<file path="src/fetch_pkg.sv">
package fetch_pkg;

    // plain vector types
    typedef logic [31:0] word_t;
    typedef logic [19:0] vpn_t;         // va[31:12]
    typedef logic [19:0] pfn_t;         // pa[31:12]
    typedef logic [7:0]  set_index_t;   // addr[11:4]
    typedef logic [3:0]  line_offset_t; // byte within a 16-byte line
    typedef logic [4:0]  exccode_t;

    localparam exccode_t EXC_NONE = 5'd0;
    localparam exccode_t EXC_ADEL = 5'd4; // address error on fetch

    // boot vector and general exception entry, both in kseg1
    localparam word_t RESET_PC      = 32'hbfc0_0000;
    localparam word_t GENERAL_EX_PC = 32'hbfc0_0380;

    // branch result from decode
    typedef struct packed {
        logic  stall;  // decode waiting on an operand
        logic  taken;
        word_t target;
    } br_bus_t;

    // pre-fetch to fetch stage
    typedef struct packed {
        logic     inst_valid; // a cache request went out for this pc
        logic     bdd;        // branch delay slot
        word_t    pc;
        logic     ex;
        exccode_t exccode;
    } ps_to_fs_t;

    // fetch stage to decode
    typedef struct packed {
        word_t    pc;
        word_t    inst;
        logic     bdd;
        logic     ex;
        exccode_t exccode;
    } fs_to_ds_t;

    typedef enum logic [1:0] {
        IDLE,
        REFILL,
        DONE
    } icache_state_t;

endpackage
</file>
<file path="src/if_stage.sv">
module if_stage import fetch_pkg::*; (
    input  logic      clk,
    input  logic      reset,
    input  ps_to_fs_t ps_to_fs,
    input  logic      ps_to_fs_valid,
    input  logic      inst_valid,
    input  word_t     inst_rdata,
    input  logic      inst_rvalid,
    input  logic      ds_allowin,
    output logic      fs_allowin,
    output fs_to_ds_t fs_to_ds,
    output logic      fs_to_ds_valid
);

    ps_to_fs_t pend;       // bus of the last request sent out
    logic      ex_valid;   // AdEL item, due one cycle after capture
    logic      capture;
    logic      live_valid;
    fs_to_ds_t live_bus;
    logic      hold_valid; // decode stalled on a delivered item
    fs_to_ds_t hold_bus;

    assign capture = ps_to_fs_valid & (inst_valid | ps_to_fs.ex);

    always_ff @(posedge clk) begin
        if (capture)
            pend <= ps_to_fs;
    end

    always_ff @(posedge clk) begin
        if (reset)
            ex_valid <= 1'b0;
        else
            ex_valid <= ps_to_fs_valid & ps_to_fs.ex;
    end

    assign live_valid = inst_rvalid | ex_valid;

    always_comb begin
        live_bus.pc      = pend.pc;
        live_bus.inst    = pend.inst_valid ? inst_rdata : '0; // no fetch on AdEL
        live_bus.bdd     = pend.bdd;
        live_bus.ex      = pend.ex;
        live_bus.exccode = pend.exccode;
    end

    always_ff @(posedge clk) begin
        if (reset)
            hold_valid <= 1'b0;
        else if (live_valid & ~ds_allowin & ~hold_valid)
            hold_valid <= 1'b1;
        else if (ds_allowin)
            hold_valid <= 1'b0;
    end

    always_ff @(posedge clk) begin
        if (live_valid & ~hold_valid)
            hold_bus <= live_bus;
    end

    assign fs_to_ds       = hold_valid ? hold_bus : live_bus;
    assign fs_to_ds_valid = hold_valid | live_valid;

    // a new request returns next cycle at the earliest, so only block
    // while something is stuck in front of decode
    assign fs_allowin = ds_allowin | ~(hold_valid | live_valid);

endmodule

</file>
<file path="config.mk">
export PLATFORM = sky130hd
export DESIGN_NAME = if_stage
export DESIGN_NICKNAME = d
export VERILOG_FILES = /design/src/fetch_pkg.sv /design/src/if_stage.sv
export SDC_FILE = /design/constraint.sdc
export NUM_CORES = 1
export LEC_CHECK = 0
export ABC_AREA = 1
export BUFFER_PORTS_ARGS = -buffer_cell sky130_fd_sc_hd__buf_2
export CORE_MARGIN = 3
export CORE_UTILIZATION = 40
export DETAILED_ROUTE_END_ITERATION = 6
export PLACE_DENSITY = 0.66
export SYNTH_ARGS = -nofsm -noshare
export SYNTH_HDL_FRONTEND = slang
export SYNTH_SLANG_ARGS = --single-unit
export TNS_END_PERCENT = 100
</file>
<file path="constraint.sdc">
create_clock -name clk -period 4.9 [get_ports clk]
set_input_delay 0.49 -clock clk [delete_from_list [all_inputs] [get_ports clk]]
set_output_delay 0.49 -clock clk [all_outputs]
set_load 0.03 [all_outputs]
</file>
==> results.py <==
metrics = {
    "run_status": {
        "status": "complete, no violations",
    },
    "yosys": {
        "synth_nets": 465,
        "synth_xor_area_frac": 0,
        "ys_types": 13,
        "async_reset_ff_frac": 0,
        "yosys.area.top_type": "edfxtp_1",
        "ys.warnings.count": 0,
        "synth_flop_cell": "edfxtp_1",
        "synthAdderAreaFrac": 0,
        "synth-edff-count": 111,
        "synthTopCellsByCount": "nand2_1, edfxtp_1, inv_1",
        "synth_compound_area_frac": 0.0357,
        "syn_inst": 387,
        "syn_avg_cell_area_um2": 11.6,
        "synth.top_cell.area_share": 0.743,
        "synthSimpleGateAreaFrac": 0.160,
        "synth_top_family_by_area": "simple AND/OR/NAND/NOR gates",
        "netlist_area_mm2": 0.00448,
        "synth_seq_cells": 113,
        "synth.area.top_cells": "edfxtp_1, nand2_1, o21ai_0",
        "synth_most_common_cell": "nand2_1",
        "synth_mux_area_frac": 0,
        "seq_area_frac_synth": 0.752,
    },
    "pwr": {
        "swShare": 0.258,
        "power.density_mw_per_mm2": 457,
        "power_uw": 2680,
        "ir_drop_v": 0.000318,
        "comb_power_share": 0.131,
        "clkPwrFrac": 0.411,
        "power.internal_uw": 1990,
        "leakage_uw": 0.00275,
        "power.share.sequential": 0.457,
        "p_sw_uw": 692,
    },
    "placed_design": {
        "io_buffers": 150,
        "pre_cts_slack_ps": 2380,
        "place_congestion": 0.776,
        "dp_hpwl_mm": 5.80,
        "dp_cells": 660,
    },
    "detailed_routing": {
        "routed_via_density": 4.42,
        "dr_total_vias": 3057,
        "drt-pass1-iter-count": 4,
        "wire_per_inst_um": 12.7,
        "wirelength_mm": 8.78,
        "dr.first_iter.drc_count": 173,
        "ant_nets": 0,
        "drc": 0,
    },
    "final_layout": {
        "n_antenna_cell": 0,
        "drive_gt1_frac": 0.332,
        "syn_to_final_growth_pct": 30.8,
        "nets": 617,
        "finalNonFillerCells": 692,
        "n_fill_cell": 942,
    },
    "die": {
        "ios": 151,
        "die_w_um": 112,
        "die_height_um": 112,
        "core-area_mm2": 0.0109,
        "core.rowCount": 38,
        "floorplan.initialDensity": 0.412,
        "dieArea_mm2": 0.0125,
    },
    "min_path": {
        "worstHoldPathType": "primary input to flop",
        "holdPathStages": 2,
    },
    "sta": {
        "period_share": 0.614,
        "final_max_slew_viol_count": 0,
        "relSlewSlack": 0.310,
        "setup_violations": 0,
        "hold_violations": 0,
        "worst_pin_slew_ps": 1030,
        "fmax_mhz": 332,
        "holdWs_ps": 156,
        "fin_ws_ps": 1890,
        "fin_tns_setup_ps": 0,
        "min_period_ps": 3010,
        "rsz0062_at_grt": "no",
        "finClkSkew_ps": 8.66,
    },
    "clock_network": {
        "clk_latency_ps": 500,
        "clock-sinks": 113,
        "cts_buffers": 17,
        "h-tree-depth": 4,
        "clk_pin_slew_ps": 50,
        "cts_root_buffer": "clkbuf_8",
        "cts_tree": "done",
        "postCtsResizedCells": 0,
        "postCtsSetupRepairBufs": 0,
        "clockBufferDepth": 2,
        "cts_hold_buf": 0,
    },
    "global_routing": {
        "grt_overflow": 0,
        "antenna_found_initial": 0,
        "grt_usage": 0.145,
        "grt_max_degree": 106,
        "grt_pass1_wl_mm": 14.2,
        "grt_pass1_vias": 3024,
    },
    "critical_path": {
        "cp.required_ps": 4410,
        "crit_fanout": 105,
        "cp-start-kind": "flop",
        "end_kind": "output pin",
        "slowest_delay_ps": 980,
        "r2r_setup_slack_ps": 2430,
        "crit_slowest_cell": "dfxtp_4",
        "cp.arrival_ps": 2520,
        "criticalPathCategory": "flop to output pin",
        "path_cells": "inv_2 > nand2_2 > nand2_1 > buf_2",
        "ff2ff_path_depth": 2,
    },
    "flow_run": {
        "cap_violations": 0,
    },
}
[flip-flops by register name (all words and copies together), names as in the netlist]
signal      count
hold_valid      1
ex_valid        1
live_bus       39
hold_bus       71
pend            1
[stage by stage]
step	util	area, µm²
after floorplan	-	4480
after global placement	0.489	5320
after detailed placement	0.489	5320
after CTS	0.539	5870
after global routing	0.539	5870
final	0.539	5870
[worst paths after layout]
check	to	startpoint
worst min-delay path	ex_valid$_SDFF_PP0_	reset
worst min register to register	hold_bus[53]$_DFFE_PP_	live_bus[53]$_DFFE_PP_
worst max-delay path	fs_allowin	hold_valid$_SDFFE_PP0P_
worst max register to register	hold_bus[40]$_DFFE_PP_	hold_valid$_SDFFE_PP0P_
[critical path: cells and delay by family (launching register included)]
family | cells | cell delay, ps
flops | 1 | 980
simple gates | 2 | 280
buf+inv | 2 | 730
[per-layer routing]
metal / track usage / wire length, µm / vias up
met2: 0.218 / 3940 / 128
met4: 0.0511 / 111 / 0
li1: - / - / 1572
met3: 0.0538 / 699 / 12
met1: 0.196 / 4030 / 1345
met5: 0 / 0 / -
[cell type report]
class,instances,area [µm²],area share
flip-flops and latches,113,3380,0.576
repair buffers,151,758,0.129
well taps,140,175,0.0299
clock inverters,12,118,0.0200
clock buffers,20,425,0.0725
inverters,34,128,0.0218
multi-input cells,222,886,0.151
[cells by family (layout without fill, tap and decap cells)]
group | count (synthesis) | in the layout
AOI/OAI and AO/OA | 32 | 32
buffers and inverters | 52 | 217
DFF | 113 | 113
and+or+nand+nor | 190 | 190
[power by group through the flow]
stage / logic [µW] / registers [µW] / clock network (µW)
2_1_floorplan: 251 / 1220 / 0
3_3_place_gp: 354 / 1240 / 0
3_5_place_dp: 357 / 1240 / 0
4_1_cts: 358 / 1230 / 1140
5_1_grt: 384 / 1240 / 1180
6_report: 352 / 1230 / 1100
[layout by cell type, fill, tap and decap left out, drive strengths merged]
cell,Yosys,final
dfxtp,2,2
clkbuf,5,20
bufinv,0,2
buf,13,151
clkinvlp,0,4
nand2,186,186
inv,34,34
nor2,4,4
edfxtp,111,111
o21ai,32,32
clkinv,0,6
Power figures use the tool's default switching activity.
