===== src/fetch_pkg.sv =====
package fetch_pkg;

    // plain vector types
    typedef logic [31:0] word_t;
    typedef logic [19:0] vpn_t;         // va[31:12]
    typedef logic [19:0] pfn_t;         // pa[31:12]
    typedef logic [7:0]  set_index_t;   // addr[11:4]
    typedef logic [3:0]  line_offset_t; // byte within a 16-byte line
    typedef logic [4:0]  exccode_t;

    localparam exccode_t EXC_NONE = 5'd0;
    localparam exccode_t EXC_ADEL = 5'd4; // address error on fetch

    // boot vector and general exception entry, both in kseg1
    localparam word_t RESET_PC      = 32'hbfc0_0000;
    localparam word_t GENERAL_EX_PC = 32'hbfc0_0380;

    // branch result from decode
    typedef struct packed {
        logic  stall;  // decode waiting on an operand
        logic  taken;
        word_t target;
    } br_bus_t;

    // pre-fetch to fetch stage
    typedef struct packed {
        logic     inst_valid; // a cache request went out for this pc
        logic     bdd;        // branch delay slot
        word_t    pc;
        logic     ex;
        exccode_t exccode;
    } ps_to_fs_t;

    // fetch stage to decode
    typedef struct packed {
        word_t    pc;
        word_t    inst;
        logic     bdd;
        logic     ex;
        exccode_t exccode;
    } fs_to_ds_t;

    typedef enum logic [1:0] {
        IDLE,
        REFILL,
        DONE
    } icache_state_t;

endpackage

===== src/pre_if_stage.sv =====
module pre_if_stage import fetch_pkg::*; (
    input  logic         clk,
    input  logic         reset,
    input  logic         fs_allowin,
    input  br_bus_t      br_bus,
    input  logic         flush,
    input  word_t        epc,
    input  logic         eret,
    input  logic         icache_busy,
    input  pfn_t         inst_pfn,
    output ps_to_fs_t    ps_to_fs,
    output logic         ps_to_fs_valid,
    output set_index_t   inst_index,
    output pfn_t         inst_tag,
    output line_offset_t inst_offset,
    output vpn_t         inst_vpn,
    output logic         inst_valid
);

    word_t prefs_pc;
    word_t next_pc;
    word_t seq_pc;
    logic  flush_delayed; // redirect seen and first fetch at new pc not yet issued
    logic  ex_hold;       // AdEL already sent so wait for the handler redirect
    logic  redirect;
    logic  misaligned;
    logic  take_branch;
    logic  advance;
    logic  issue;
    logic  ps_ex;
    logic  pc_we;

    assign redirect   = flush | eret;
    assign misaligned = prefs_pc[1:0] != 2'b00;

    // a branch still sitting in decode after a flush is stale
    assign take_branch = br_bus.taken & ~flush_delayed;

    assign advance = ~icache_busy & fs_allowin & ~br_bus.stall & ~ex_hold;
    assign issue   = advance & ~redirect; // nothing goes out in a redirect cycle
    assign ps_ex   = issue & misaligned;
    assign pc_we   = redirect | (advance & ~misaligned);

    assign seq_pc = prefs_pc + 32'd4;

    // eret > flush > branch > sequential
    always_comb begin
        if (eret)
            next_pc = epc;
        else if (flush)
            next_pc = GENERAL_EX_PC;
        else if (take_branch)
            next_pc = br_bus.target;
        else
            next_pc = seq_pc;
    end

    always_ff @(posedge clk) begin
        if (reset)
            prefs_pc <= RESET_PC;
        else if (pc_we)
            prefs_pc <= next_pc;
    end

    // flush during a refill is kept until the new pc actually issues
    always_ff @(posedge clk) begin
        if (reset)
            flush_delayed <= 1'b0;
        else if (redirect)
            flush_delayed <= 1'b1;
        else if (advance)
            flush_delayed <= 1'b0;
    end

    always_ff @(posedge clk) begin
        if (reset)
            ex_hold <= 1'b0;
        else if (redirect)
            ex_hold <= 1'b0;
        else if (ps_ex)
            ex_hold <= 1'b1;
    end

    assign inst_valid = issue & ~misaligned;

    assign ps_to_fs_valid      = ~icache_busy;
    assign ps_to_fs.inst_valid = inst_valid;
    assign ps_to_fs.bdd        = take_branch; // issued while the branch resolves
    assign ps_to_fs.pc         = prefs_pc;
    assign ps_to_fs.ex         = ps_ex;
    assign ps_to_fs.exccode    = ps_ex ? EXC_ADEL : EXC_NONE;

    assign inst_vpn    = prefs_pc[31:12];
    assign inst_tag    = inst_pfn;
    assign inst_index  = prefs_pc[11:4];
    assign inst_offset = prefs_pc[3:0];

    // a misaligned pc holds and sends no cache request until a redirect
    a_no_misaligned_req: assert property (
        @(posedge clk) disable iff (reset)
        misaligned & ~redirect |=> ~inst_valid & $stable(prefs_pc)
    ) else $error("misaligned pc %h moved or reached the cache", prefs_pc);

endmodule


===== config.mk =====
export PLATFORM = sky130hd
export DESIGN_NAME = pre_if_stage
export DESIGN_NICKNAME = d
export VERILOG_FILES = /design/src/fetch_pkg.sv /design/src/pre_if_stage.sv
export SDC_FILE = /design/constraint.sdc
export NUM_CORES = 1
export LEC_CHECK = 0
export BUFFER_PORTS_ARGS = -buffer_cell sky130_fd_sc_hd__buf_2
export CAP_MARGIN = 20
export CORE_MARGIN = 4
export CORE_UTILIZATION = 40
export DETAILED_ROUTE_END_ITERATION = 16
export GPL_ROUTABILITY_DRIVEN = 0
export GPL_TIMING_DRIVEN = 0
export PLACE_DENSITY = 0.76
export SLEW_MARGIN = 40
export SYNTH_ARGS = -nofsm -noshare
export SYNTH_HDL_FRONTEND = slang
export SYNTH_SLANG_ARGS = --single-unit
export TNS_END_PERCENT = 20

===== constraint.sdc =====
create_clock -name clk -period 2.02 [get_ports clk]
set_input_delay 0.303 -clock clk [delete_from_list [all_inputs] [get_ports clk]]
set_output_delay 0.303 -clock clk [all_outputs]
set_load 0.005 [all_outputs]

==> results of run 1 <==
==> layout by cell type, fill, tap and decap left out, types with 3 or more instances in the layout <==
master | Yosys | routed
sky130_fd_sc_hd__a221oi_1 | 6 | 6
sky130_fd_sc_hd__a211oi_1 | 11 | 11
sky130_fd_sc_hd__o21ai_1 | 11 | 12
sky130_fd_sc_hd__a21oi_1 | 32 | 31
sky130_fd_sc_hd__o21ai_0 | 24 | 23
sky130_fd_sc_hd__a31oi_1 | 6 | 6
sky130_fd_sc_hd__nand2_1 | 34 | 32
sky130_fd_sc_hd__inv_1 | 7 | 7
sky130_fd_sc_hd__buf_2 | 5 | 164
sky130_fd_sc_hd__nor4_1 | 5 | 5
sky130_fd_sc_hd__o32ai_1 | 3 | 3
sky130_fd_sc_hd__dfxtp_2 | 0 | 8
sky130_fd_sc_hd__dfxtp_1 | 34 | 26
sky130_fd_sc_hd__nor2_1 | 35 | 33
sky130_fd_sc_hd__and2_1 | 3 | 3
sky130_fd_sc_hd__nor3_1 | 23 | 23
sky130_fd_sc_hd__and3_1 | 8 | 8
sky130_fd_sc_hd__conb_1 | 1 | 4
sky130_fd_sc_hd__mux2i_1 | 7 | 7
sky130_fd_sc_hd__nand4_1 | 11 | 11
sky130_fd_sc_hd__clkbuf_1 | 19 | 12
sky130_fd_sc_hd__clkbuf_2 | 0 | 7
sky130_fd_sc_hd__and4_1 | 3 | 3
sky130_fd_sc_hd__nand3_1 | 17 | 15
sky130_fd_sc_hd__nand2b_1 | 5 | 4
sky130_fd_sc_hd__buf_4 | 61 | 63
sky130_fd_sc_hd__clkbuf_8 | 0 | 5
==> registers in the layout, indices dropped and copies added (netlist names) <==
name           flops
flush_delayed      1
prefs_pc          32
ex_hold            1
==> cell families after synthesis <==
group                      after synthesis  share of synthesized area, %
DFF                                     34                          22.8
muxes                                    8                          2.73
buffers and inverters                   95                          19.8
xor gates and xnor gates                 3                         0.881
adders and majority gates                1                         0.419
AOI/OAI and AO/OA                      115                          24.1
and+or+nand+nor                        161                          29.1
other                                    1                         0.126
==> area by class of cell <==
type / instances / area [sq um] / area share [%]
Timing Repair Buffer: 163 / 823 / 20.0
Multi-Input combinational cell: 292 / 1790 / 43.4
Sequential cell: 34 / 691 / 16.8
Buffer: 86 / 584 / 14.2
Clock buffer: 7 / 76.3 / 1.85
Inverter: 8 / 30.0 / 0.729
Tap cell: 99 / 124 / 3.01
==> through the flow <==
step                      hold WS [ns]  instance area (sq um)  util (%)
after global routing             0.265                   4120      56.8
after global placement           0.472                   3930      54.1
after CTS                        0.257                   4080      56.2
final                            0.264                   4120      56.8
after floorplan                  0.425                   3000         -
after detailed placement         0.483                   3930      54.2
==> per-layer routing <==
metal / vias to the layer above / wire, um / track usage, %
li1: 1806 / - / -
met1: 1824 / 4560 / 32.2
met2: 305 / 5640 / 43.3
met3: 51 / 1420 / 5.10
met4: 0 / 320 / 8.30
met5: - / 0 / 0
==> worst max-delay path: stages, from the launching register on <==
cell                      delay, ns
sky130_fd_sc_hd__dfxtp_1       0.35
sky130_fd_sc_hd__buf_2         0.20
sky130_fd_sc_hd__and4_1        0.33
sky130_fd_sc_hd__nand4_1       0.28
sky130_fd_sc_hd__nor4_4        0.29
sky130_fd_sc_hd__mux2_2        0.36
sky130_fd_sc_hd__a31o_1        0.21
==> report_power, final <==
| group | internal, W | switching, W | leakage, nW |
|---|---|---|---|
| Combinational | 0.000314 | 0.000312 | 1.66 |
| Clock | 0.000238 | 0.000266 | 0.0383 |
| Sequential | 0.000718 | 0.0000829 | 0.283 |
| Total | 0.00127 | 0.000661 | 1.98 |
==> repair_timing <==
item                                    CTS  global route
setup buffers                             2             1
gates resized for setup                  20            16
hold buffers                              0             0
pin swaps                                 2             1
endpoints found under the setup margin   31            31
==> worst min path at each step <==
stage / from / end / slack, ns
finish: epc[27] / prefs_pc[27] / 0.26
global route: epc[27] / prefs_pc[27] / 0.27
CTS: epc[27] / prefs_pc[27] / 0.26
detailed placement: ex_hold / ex_hold / 0.48
global placement: ex_hold / ex_hold / 0.47
floorplan: epc[27] / prefs_pc[27] / 0.43
==> summary.md, run 1 <==
In this run the core area contains 31 standard-cell rows. Yosys attributes the largest share of cell area to sky130_fd_sc_hd__dfxtp_1 23%, sky130_fd_sc_hd__buf_4 15%, sky130_fd_sc_hd__a21oi_1 5.4%, sky130_fd_sc_hd__nor2_1 4.4%, sky130_fd_sc_hd__nand2_1 4.3%. Of all nets on the critical path, the largest fanout is 9. Summed over all instances, the cell type with the most area after synthesis is sky130_fd_sc_hd__dfxtp_1. The first routing iteration left 434 violations. Clock tree synthesis found a total of 34 sinks.

The most critical setup path has its endpoint at prefs_pc[31]. Total instance count after detailed placement: 680. In the final timing run, aggregate negative setup slack is -0.240 ns. The critical path is of the reg -> reg type.

The wire length per cell was 17.3 um. In this run the horizontal extent of the chip is 94.4 um. The H-tree was split into 2 levels. In this run the critical register-to-register path is launched from prefs_pc[16]. The tools report the clock latency reported for the late side of the worst-skew pair as 0.30 ns.

The mapped cell area came out at 2980 sq um. For the count of synthesis-stage warnings from yosys, the log shows 0. TritonCTS built the clock tree. The first global-routing pass estimated 17900 um of wire.

Final number of max-transition violations: 0. The endpoint identified for the worst register-to-register timing path is prefs_pc[31]. Data on the critical path is required at its endpoint by 2.21 ns. Power spread over the standard cell area amounts to 469 nW/um^2. The analysis attributes to cell leakage a power of 1.98 nW. Setup violations remaining at the end of the flow were counted as 5.

The worst slack at placement was -0.403 ns; the CTS clock-pin slew for the worst setup and hold paths was 0.08 ns. The run finished, with violations left. The worst pin sits at a relative slew slack of 43.9%.

Dividing the detail-routed via count by the number of cells gives 5.79. Count of cell types in the netlist: 59. The worst setup path is launched from a flop. Total clock buffers created by CTS: 5.

The worst setup path is captured at a flop. Of the cells placed in the final design, the portion with a size suffix greater than 1 is 46.3%. In the synthesized netlist the async set-or-reset flop fraction comes to 0%. For this run, the top clock speed supported by timing is 470 MHz. The number of antenna violations at the first check in global routing was 0; the DRC violation count after routing was 0. The min-delay analysis places its worst path in the category in -> reg. Post-route non-filler standard cell count: 689. The fraction of post-synthesis cell area in the top cell type by area works out to 22.8%. The number of enable-type register cells in the synthesized netlist was 0; the synthesis-to-layout area growth was 37.9%. The tools report the I/O pin count as 186. Among all flip-flop cells after synthesis, the most frequent one is sky130_fd_sc_hd__dfxtp_1.

The pin count of the biggest net entering global routing was 11. Area of the core: 7250 sq um. The routed wire length was 11900 um; the number of fill cells was 720.

Counting along the longest clock path gives a buffer depth of 2. The global-route total usage across every layer was 25.5%. After synthesis, the most frequently instantiated cells are 61 x sky130_fd_sc_hd__buf_4, 35 x sky130_fd_sc_hd__nor2_1, 34 x sky130_fd_sc_hd__dfxtp_1, 34 x sky130_fd_sc_hd__nand2_1, 32 x sky130_fd_sc_hd__a21oi_1. The number of flip-flops and latches in the synthesized netlist is 34.

The run gives 418 as the number of cells produced by synthesis. IR analysis of the VDD net gives a maximum drop of 0.229 mV. At the pin with the least slew margin, the transition time is 0.835 ns. For the final worst-path setup slack, the log shows -0.108 ns. The reg-to-reg setup timing slack is -0.11 ns, and the final net count is 683. After layout, the worst path uses 105% of the clock period. Data arrives at the worst endpoint at 2.31 ns. Critical path startpoint: prefs_pc[16]. Setup repair after global routing could not meet its margin everywhere. The via count of the first global-routing pass is 3716, and the post-synthesis average cell area is 7.14 sq um.

By instance count, the leading cell after synthesis is sky130_fd_sc_hd__buf_4. For the total count of hold-check failures in the final report, the log shows 0. The final reports fail on negative setup slack. 0 antenna diodes ended up in the layout. The number of buffers inserted by port buffering was 160; the part of the Yosys area used for sequential elements was 22.8%.

The final period demand of the worst path was 2.13 ns; the overall power consumption was 0.00193 W. For this block, the via count after detailed routing is 3986. The die covers 8910 sq um. First-pass iteration count of the detailed router: 5.

The count of cells along the worst register-to-register path works out to 6. Once the floorplan was initialized, standard cells occupied 41.1% of the core. Clock tree synthesis selected as its root buffer the cell sky130_fd_sc_hd__clkbuf_8.

The HPWL after detailed placement is 8880 um. Counting instances, the worst hold path has a depth of 3. Max-cap violations in this run came to 0. The floorplan step set the die height to 94.4 um.

The total overflow left after global routing is 0. Once detail routing completed, the nets flagged for antenna violations numbered 0. The clock arrives with 0.0112 ns of skew.
Note: power is estimated with default switching activity, not from simulation.
==> run 2: changes to the inputs <==
Settings changed: SKIP_LAST_GASP set to 1.
==> summary.md, run 2 (synthesis results as in run 1) <==
The run finished, with violations left. The final reports fail on negative setup slack. For the overall power consumption, the log shows 0.00192 W (-0.67%).

The area growth from synthesis to layout is 36.9%. The logs give 8880 um (unchanged) for the post-detailed-placement half-perimeter wirelength and 3951 (-0.88%) for the total via count after detailed routing. For the count of maximum capacitance violations, the log shows 0 (unchanged).

The first-pass iteration count of the detailed router came out at 7 (+2). The count of cells along the worst register-to-register path was 5 (-1). The antenna diode count is 0 (unchanged). The total instance count after detailed placement was 680 (unchanged).

The switching part of the total is 34.0% (-0.22 points). The number of buffers inserted by port buffering was 160 (unchanged). The final period utilization came out at 106% (+0.47 points). The worst setup path is of the reg -> reg kind. The biggest cell delay along the critical path works out to 0.65 ns (+0.29 ns). Path category of the worst min-delay check: in -> reg. For the number of fill cells, the log shows 722 (+0.28%).

The layout cell share with drive strength beyond 1 is 44.9% (-1.4 points). The flip-flop count of the largest register after layout was 32 (unchanged). On the critical path the largest part of the delay comes from simple AND/OR/NAND/NOR gates. The clock share of power was 26.0% (about the same); the final period demand of the worst path was 2.14 ns (+0.00948 ns). Hold buffer count at CTS: 0 (unchanged). STA classifies the critical path startpoint as a flop. The logs give 0 (unchanged) for the overall overflow remaining after global route and 41.1% (unchanged) for the effective utilization at floorplan.

The y dimension of the die was 94.4 um (unchanged); the sequential power share was 41.6% (about the same). The highest attainable clock frequency is 468 MHz (-0.44%). The power share of the combinational group was 32.3% (about the same). The area of the multi-input gates was 1780 sq um (-0.70%); the global-route wire length before repair was 17900 um (-0.27%). The required time at the worst-slack endpoint was 2.21 ns (about the same). Number of antenna violations at the first check in global routing: 0 (unchanged).

In the layout the commonest cells are 165 x sky130_fd_sc_hd__buf_2, 65 x sky130_fd_sc_hd__buf_4, 33 x sky130_fd_sc_hd__nor2_1. The maximum resistive drop on vdd was 0.227 mV (-0.97%); the number of H-tree branching levels was 2 (unchanged). The clock latency reported for the late side of the worst-skew pair came out at 0.29 ns (about the same). The endpoint of the worst-slack reg-to-reg timing path was prefs_pc[31].

For the buffer depth of the longest clock path, the log shows 2 (unchanged). The type of destination of the critical path was a flop. The tools report the internal power of the cells as 0.00127 W (-0.34%).

The largest registers in the layout are prefs_pc x32, ex_hold x1, flush_delayed x1. The final net count was 683 (unchanged); the post-route standard cell area excluding fillers was 4090 sq um (-0.73%). The tools report the routed wire length as 11800 um (-1.1%). Walking the worst path, the cells encountered are nand4_4 -> or4_4 -> nor4_4 -> mux2_2 -> a31o_1.

For the via count of the first global-routing pass, the log shows 3698 (-0.48%). The run gives 25.4% (-0.10 points) as the global-route total usage across every layer. For the placement-stage cell area, the log shows 3930 sq um (unchanged).

The tools report the I/O pin count as 186 (unchanged). Setup repair after global routing could not meet its margin everywhere. For hold timing, the worst endpoint is prefs_pc[27].

The wire length per cell works out to 17.1 um (-1.1%). The largest fanout on the critical path came out at 7 (-2). The area enclosed by the die boundary is 8910 sq um (unchanged), and the area of the core is 7250 sq um (unchanged).

Final worst-path setup slack: -0.118 ns (-0.00948 ns). The die boundary width is 94.4 um (unchanged), and the CTS sink count is 34 (unchanged). Total count of hold-check failures in the final report: 0 (unchanged). The total clock buffers created by CTS is 5 (unchanged), and the average vias per placed instance is 5.73 (-0.88%).

For the final number of max-transition violations, the log shows 0 (unchanged). Placement row count: 31 (unchanged). The run gives 10 (+5) as the total setup violations reported at the end of the flow. The run gives 477 (+9.9%) as the violation count after the first detailed-routing iteration. The root buffer cell is sky130_fd_sc_hd__clkbuf_8. Ranked by flip-flop count, first place goes to prefs_pc. For the final setup TNS, the log shows -0.484 ns (-0.245 ns). TritonCTS built the clock tree.

For the setup skew after layout, the log shows 0.00835 ns (-0.00287 ns). The run gives 11 (unchanged) as the pin count of the biggest net entering global routing. The pin slew with the least headroom to its limit is 0.828 ns (-0.00700 ns), and the DRC violation count after routing is 0 (unchanged). The count of buffering cells on the critical path with inverters included works out to 0 (-1). The post-route non-filler standard cell count was 689 (unchanged); the post-layout utilization of the core was 56.3% (-0.41 points).

The startpoint of the lowest-slack hold path is epc[27]. The CTS clock-pin slew for the worst setup and hold paths is 0.07 ns (about the same). For this design, the slowest cell found on the critical path is sky130_fd_sc_hd__or4_4.

The run gives 0 (unchanged) as the number of routed nets with antenna violations. The power per cell area is 470 nW/um^2 (about the same), and the switching component of the power is 0.000653 W (-1.3%). The worst hold path depth was 3 (unchanged). The tightest slew margin relative to the limit came out at 44.3% (+0.47 points). The library cell used most frequently in the layout, excluding fill and tap cells, is sky130_fd_sc_hd__buf_2. The tools report the data arrival time of the critical path as 2.33 ns (+0.02 ns). Leakage dissipation: 1.96 nW (-0.70%). In this run the critical register-to-register path is launched from prefs_pc[12].

For the register cell area after layout, the log shows 687 sq um (-0.54%). Reg-to-reg setup timing slack: -0.12 ns (about the same).
## run 2: cell types whose count changed in the layout (fill, tap and decap cells not counted), moves of 2 or more
cell and change:
sky130_fd_sc_hd__buf_6 -2, sky130_fd_sc_hd__dfxtp_2 -3, sky130_fd_sc_hd__buf_4 +2, sky130_fd_sc_hd__clkbuf_2 -3, sky130_fd_sc_hd__dfxtp_1 +3, sky130_fd_sc_hd__clkbuf_1 +3
## run 2: power groups by stage
stage / clock, W / sequential [W] / combinational (W)
5_1_grt: 0.000523 / 0.000809 / 0.000675
4_1_cts: 0.000491 / 0.000794 / 0.000610
2_1_floorplan: 0 / 0.000796 / 0.000339
3_5_place_dp: 0 / 0.000809 / 0.000602
3_3_place_gp: 0 / 0.000806 / 0.000591
6_report: 0.000500 / 0.000799 / 0.000621
## run 2: layout make-up
type	instances	area share (%)
Clock buffer	7	1.87
Buffer	86	14.0
Timing Repair Buffer	163	20.1
Tap cell	99	3.03
Multi-Input combinational cell	292	43.4
Sequential cell	34	16.8
Inverter	8	0.735
## run 2: layer usage
layer  share of wire (%)  global-route usage (%)
met1                  38                    32.1
met2                  47                    43.4
met3                  13                    5.02
met4                 1.9                    7.82
met5                   0                       0
## run 2: worst max-delay path by stage
stage	end	cells past startpoint	startpoint
floorplan	prefs_pc[31]	5	prefs_pc[11]
global placement	prefs_pc[10]	7	flush
detailed placement	prefs_pc[10]	7	flush
CTS	prefs_pc[31]	5	prefs_pc[6]
global route	prefs_pc[31]	5	prefs_pc[12]
finish	prefs_pc[31]	5	prefs_pc[12]
## run 2: through the flow
stage	hold WS, ns	setup slack, ns
final	0.262	-0.118
after global routing	0.265	-0.188
after CTS	0.257	-0.158
after detailed placement	0.483	-0.403
after global placement	0.472	-0.379
after floorplan	0.425	0.0225
## run 2: worst reg2reg max path, cell delays in order, from the launching register on
cell,delay [ns]
sky130_fd_sc_hd__dfxtp_1,0.45
sky130_fd_sc_hd__nand4_4,0.21
sky130_fd_sc_hd__or4_4,0.65
sky130_fd_sc_hd__nor4_4,0.16
sky130_fd_sc_hd__mux2_2,0.36
sky130_fd_sc_hd__a31o_1,0.21
## run 2: repair_timing
action	4_1_cts	5_1_grt
setup buffers	2	1
setup endpoints to repair	31	35
pin swaps	2	1
resized for setup	15	8
==> run 3: changes to the inputs <==
--- a/config.mk
+++ b/config.mk
@@ -10,3 +10,3 @@
 export CORE_MARGIN = 4
-export CORE_UTILIZATION = 40
+export CORE_UTILIZATION = 36
 export DETAILED_ROUTE_END_ITERATION = 16
@@ -14,3 +14,3 @@
 export GPL_TIMING_DRIVEN = 0
-export PLACE_DENSITY = 0.76
+export PLACE_DENSITY = 0.69
 export SKIP_LAST_GASP = 1
==> constraint.sdc (replaced) <==
create_clock -name clk -period 2.02 [get_ports clk]
set_input_delay 0.606 -clock clk [delete_from_list [all_inputs] [get_ports clk]]
set_output_delay 0.606 -clock clk [all_outputs]
set_load 0.005 [all_outputs]
==> summary.md, run 3 (synthesis results as in run 1) <==
The run finished, with violations left. The final reports fail on negative setup slack. The y dimension of the die was 99.0 um (+5.0%); the final number of max-transition violations was 0 (unchanged).

The largest fanout on the critical path was 2 (-5); the I/O pin count was 186 (unchanged). For the total instance count after detailed placement, the log shows 683 (+0.44%). The number of buffers inserted by port buffering was 160 (unchanged). In the layout the commonest cells are 158 x sky130_fd_sc_hd__buf_2, 66 x sky130_fd_sc_hd__buf_4, 33 x sky130_fd_sc_hd__nand2_1, 33 x sky130_fd_sc_hd__nor2_1, 32 x sky130_fd_sc_hd__a21oi_1.

The leakage dissipation is 2.01 nW (+2.5%), and the first-pass iteration count of the detailed router is 5 (-2). For the via count of the first global-routing pass, the log shows 3901 (+5.5%). The power share of the combinational group was 33.1% (+0.8 points). The logs give 2 (unchanged) for the buffer depth of the longest clock path and 684 (+0.15%) for the final net count.

The average vias per placed instance was 5.71 (-0.48%); the total count of hold-check failures in the final report was 0 (unchanged). The logs give 358 (-25%) for the violation count after the first detailed-routing iteration and 0.29 ns (about the same) for the clock latency reported for the late side of the worst-skew pair. The hold buffer count at CTS is 0 (unchanged).

The CTS clock-pin slew for the worst setup and hold paths is 0.07 ns (about the same). The tools report the root buffer cell as sky130_fd_sc_hd__clkbuf_8. Category of the critical setup timing path: in -> out. The die boundary width came out at 99.0 um (+5.0%). TritonCTS built the clock tree. The type of destination of the critical path was a primary output. The final period utilization was 113% (+6.8 points).

The number of antenna violations at the first check in global routing is 0 (unchanged), and the internal power of the cells is 0.00128 W (+1.1%). Final worst-path setup slack: -0.254 ns (-0.137 ns). Number of fill cells: 801 (+11%). Counting stages on the worst path, the most repeated cell is sky130_fd_sc_hd__buf_6. The final period demand of the worst path was 2.27 ns (+0.137 ns); the layout cell share with drive strength beyond 1 was 46.0% (+1.1 points). The largest registers in the layout are prefs_pc x32, ex_hold x1, flush_delayed x1. Ranked by flip-flop count, first place goes to prefs_pc. From synthesis to final layout, the design area changed by 41.0%. For the total clock buffers created by CTS, the log shows 5 (unchanged). Family with the most delay on the worst path: simple AND/OR/NAND/NOR gates. The logs give 0.000672 W (+3.1%) for the switching component of the power and 7890 sq um (+8.7%) for the area of the core. The tools report the placement row count as 32 (+3.2%). The effective utilization at floorplan was 37.8% (-3.3 points); the tightest slew margin relative to the limit was 43.8% (-0.55 points). The post-route non-filler standard cell count came out at 693 (+0.58%). The required time at the worst-slack endpoint is 1.41 ns (-0.80 ns). The setup skew after layout is 0.00620 ns (-0.00215 ns), and the highest attainable clock frequency is 440 MHz (-6.0%). The tools report the sort of element at the start of the critical path as an input pin.

Setup repair after global routing could not meet its margin everywhere. The total via count after detailed routing is 3955 (+0.10%), and the area enclosed by the die boundary is 9810 sq um (+10%). The global-route wire length before repair was 19300 um (+8.0%). The critical path goes through buf_6 -> or4b_4 -> nor2_4 -> o21ai_2 -> inv_2 -> buf_6 -> buf_6. For the overall overflow remaining after global route, the log shows 0 (unchanged). Most common cell after layout, fill and taps aside: sky130_fd_sc_hd__buf_2. The tightest min-delay check is of the reg -> reg type.

The CTS sink count is 34 (unchanged), and the data arrival time of the critical path is 1.67 ns (-0.66 ns). The number of routed nets with antenna violations is 0 (unchanged). The count of maximum capacitance violations was 0 (unchanged); the antenna diode count was 0 (unchanged). The global-route total usage across every layer is 24.1% (-1.3 points), and the maximum resistive drop on vdd is 0.293 mV (+29%). The biggest cell delay along the critical path came out at 0.53 ns (-0.12 ns). The worst slack at placement is -0.679 ns (-0.276 ns). For the clock share of power, the log shows 25.9% (about the same). The switching part of the total was 34.4% (+0.44 points); the pin slew with the least headroom to its limit was 0.836 ns (+0.00824 ns). The number of H-tree branching levels is 2 (unchanged). The run gives 11 (unchanged) as the pin count of the biggest net entering global routing.

The total setup violations reported at the end of the flow was 26 (+16). The wire length per cell was 17.7 um (+3.2%). The tools report the sequential power share as 41.0% (-0.6 points).

The routed wire length was 12200 um (+3.8%). The post-detailed-placement half-perimeter wirelength is 9060 um (+2.0%), and the power per cell area is 464 nW/um^2 (-1.2%). The flip-flop count of the largest register after layout is 32 (unchanged). The count of buffering cells on the critical path with inverters included was 4 (+4); the DRC violation count after routing was 0 (unchanged). The cell with the biggest individual delay on the critical path was sky130_fd_sc_hd__or4b_4.

The run gives 0.528 ns (+0.267 ns) as the worst-case hold slack.
[run 3: area by class of cell]
cell class | instances | area (sq um) | area share (%)
Multi-Input combinational cell | 292 | 1790 | 42.6
Timing Repair Buffer | 166 | 883 | 21.0
Sequential cell | 34 | 687 | 16.3
Buffer | 84 | 607 | 14.4
Tap cell | 102 | 128 | 3.03
Clock buffer | 5 | 68.8 | 1.64
Inverter | 8 | 32.5 | 0.773
Clock inverter | 2 | 10.0 | 0.238
[run 3: worst paths after layout]
| path | startpoint | endpoint | slack [ns] | depth (start not counted) |
|---|---|---|---|---|
| min | ex_hold | ex_hold | 0.53 | 2 |
| max reg2reg | ex_hold | prefs_pc[30] | -0.22 | 7 |
| max | br_bus[33] | ps_to_fs[2] | -0.25 | 7 |
| min reg2reg | ex_hold | ex_hold | 0.53 | 2 |
[run 3: per-layer routing]
| metal | routed length [um] | vias up | track usage [%] |
|---|---|---|---|
| met4 | 345 | 0 | 10.3 |
| li1 | - | 1815 | - |
| met2 | 5490 | 328 | 38.3 |
| met5 | 0 | - | 0 |
| met1 | 4790 | 1773 | 31.5 |
| met3 | 1630 | 39 | 4.95 |
[run 3: what timing repair did]
action	4_1_cts	5_1_grt
endpoints found under the hold margin	0	0
pin swaps	5	3
setup buffers	5	1
setup endpoints to repair	37	36
resized for setup	35	14
[run 3: power groups by stage]
stage	combinational, W	sequential [W]	clock (W)
5_1_grt	0.000706	0.000811	0.000524
2_1_floorplan	0.000341	0.000794	0
6_report	0.000646	0.000800	0.000506
3_5_place_dp	0.000606	0.000809	0
3_3_place_gp	0.000599	0.000806	0
4_1_cts	0.000639	0.000795	0.000509
[run 3: tightest hold or removal path, cell delays in order, from the launching register on]
cell and delay [ns]:
sky130_fd_sc_hd__dfxtp_1 0.36, sky130_fd_sc_hd__nand2_1 0.07, sky130_fd_sc_hd__a21oi_1 0.06
[run 3: through the flow]
step | total power, W | setup TNS, ns | cell area [sq um] | util (%)
5_1_grt | 0.00204 | -5.18 | 4210 | 53.3
3_3_place_gp | 0.00141 | -18.92 | 3940 | 49.9
3_5_place_dp | 0.00142 | -19.19 | 3940 | 50.0
2_1_floorplan | 0.00113 | -0.257 | 3010 | -
4_1_cts | 0.00194 | -4.16 | 4190 | 53.1
6_report | 0.00195 | -2.39 | 4210 | 53.3
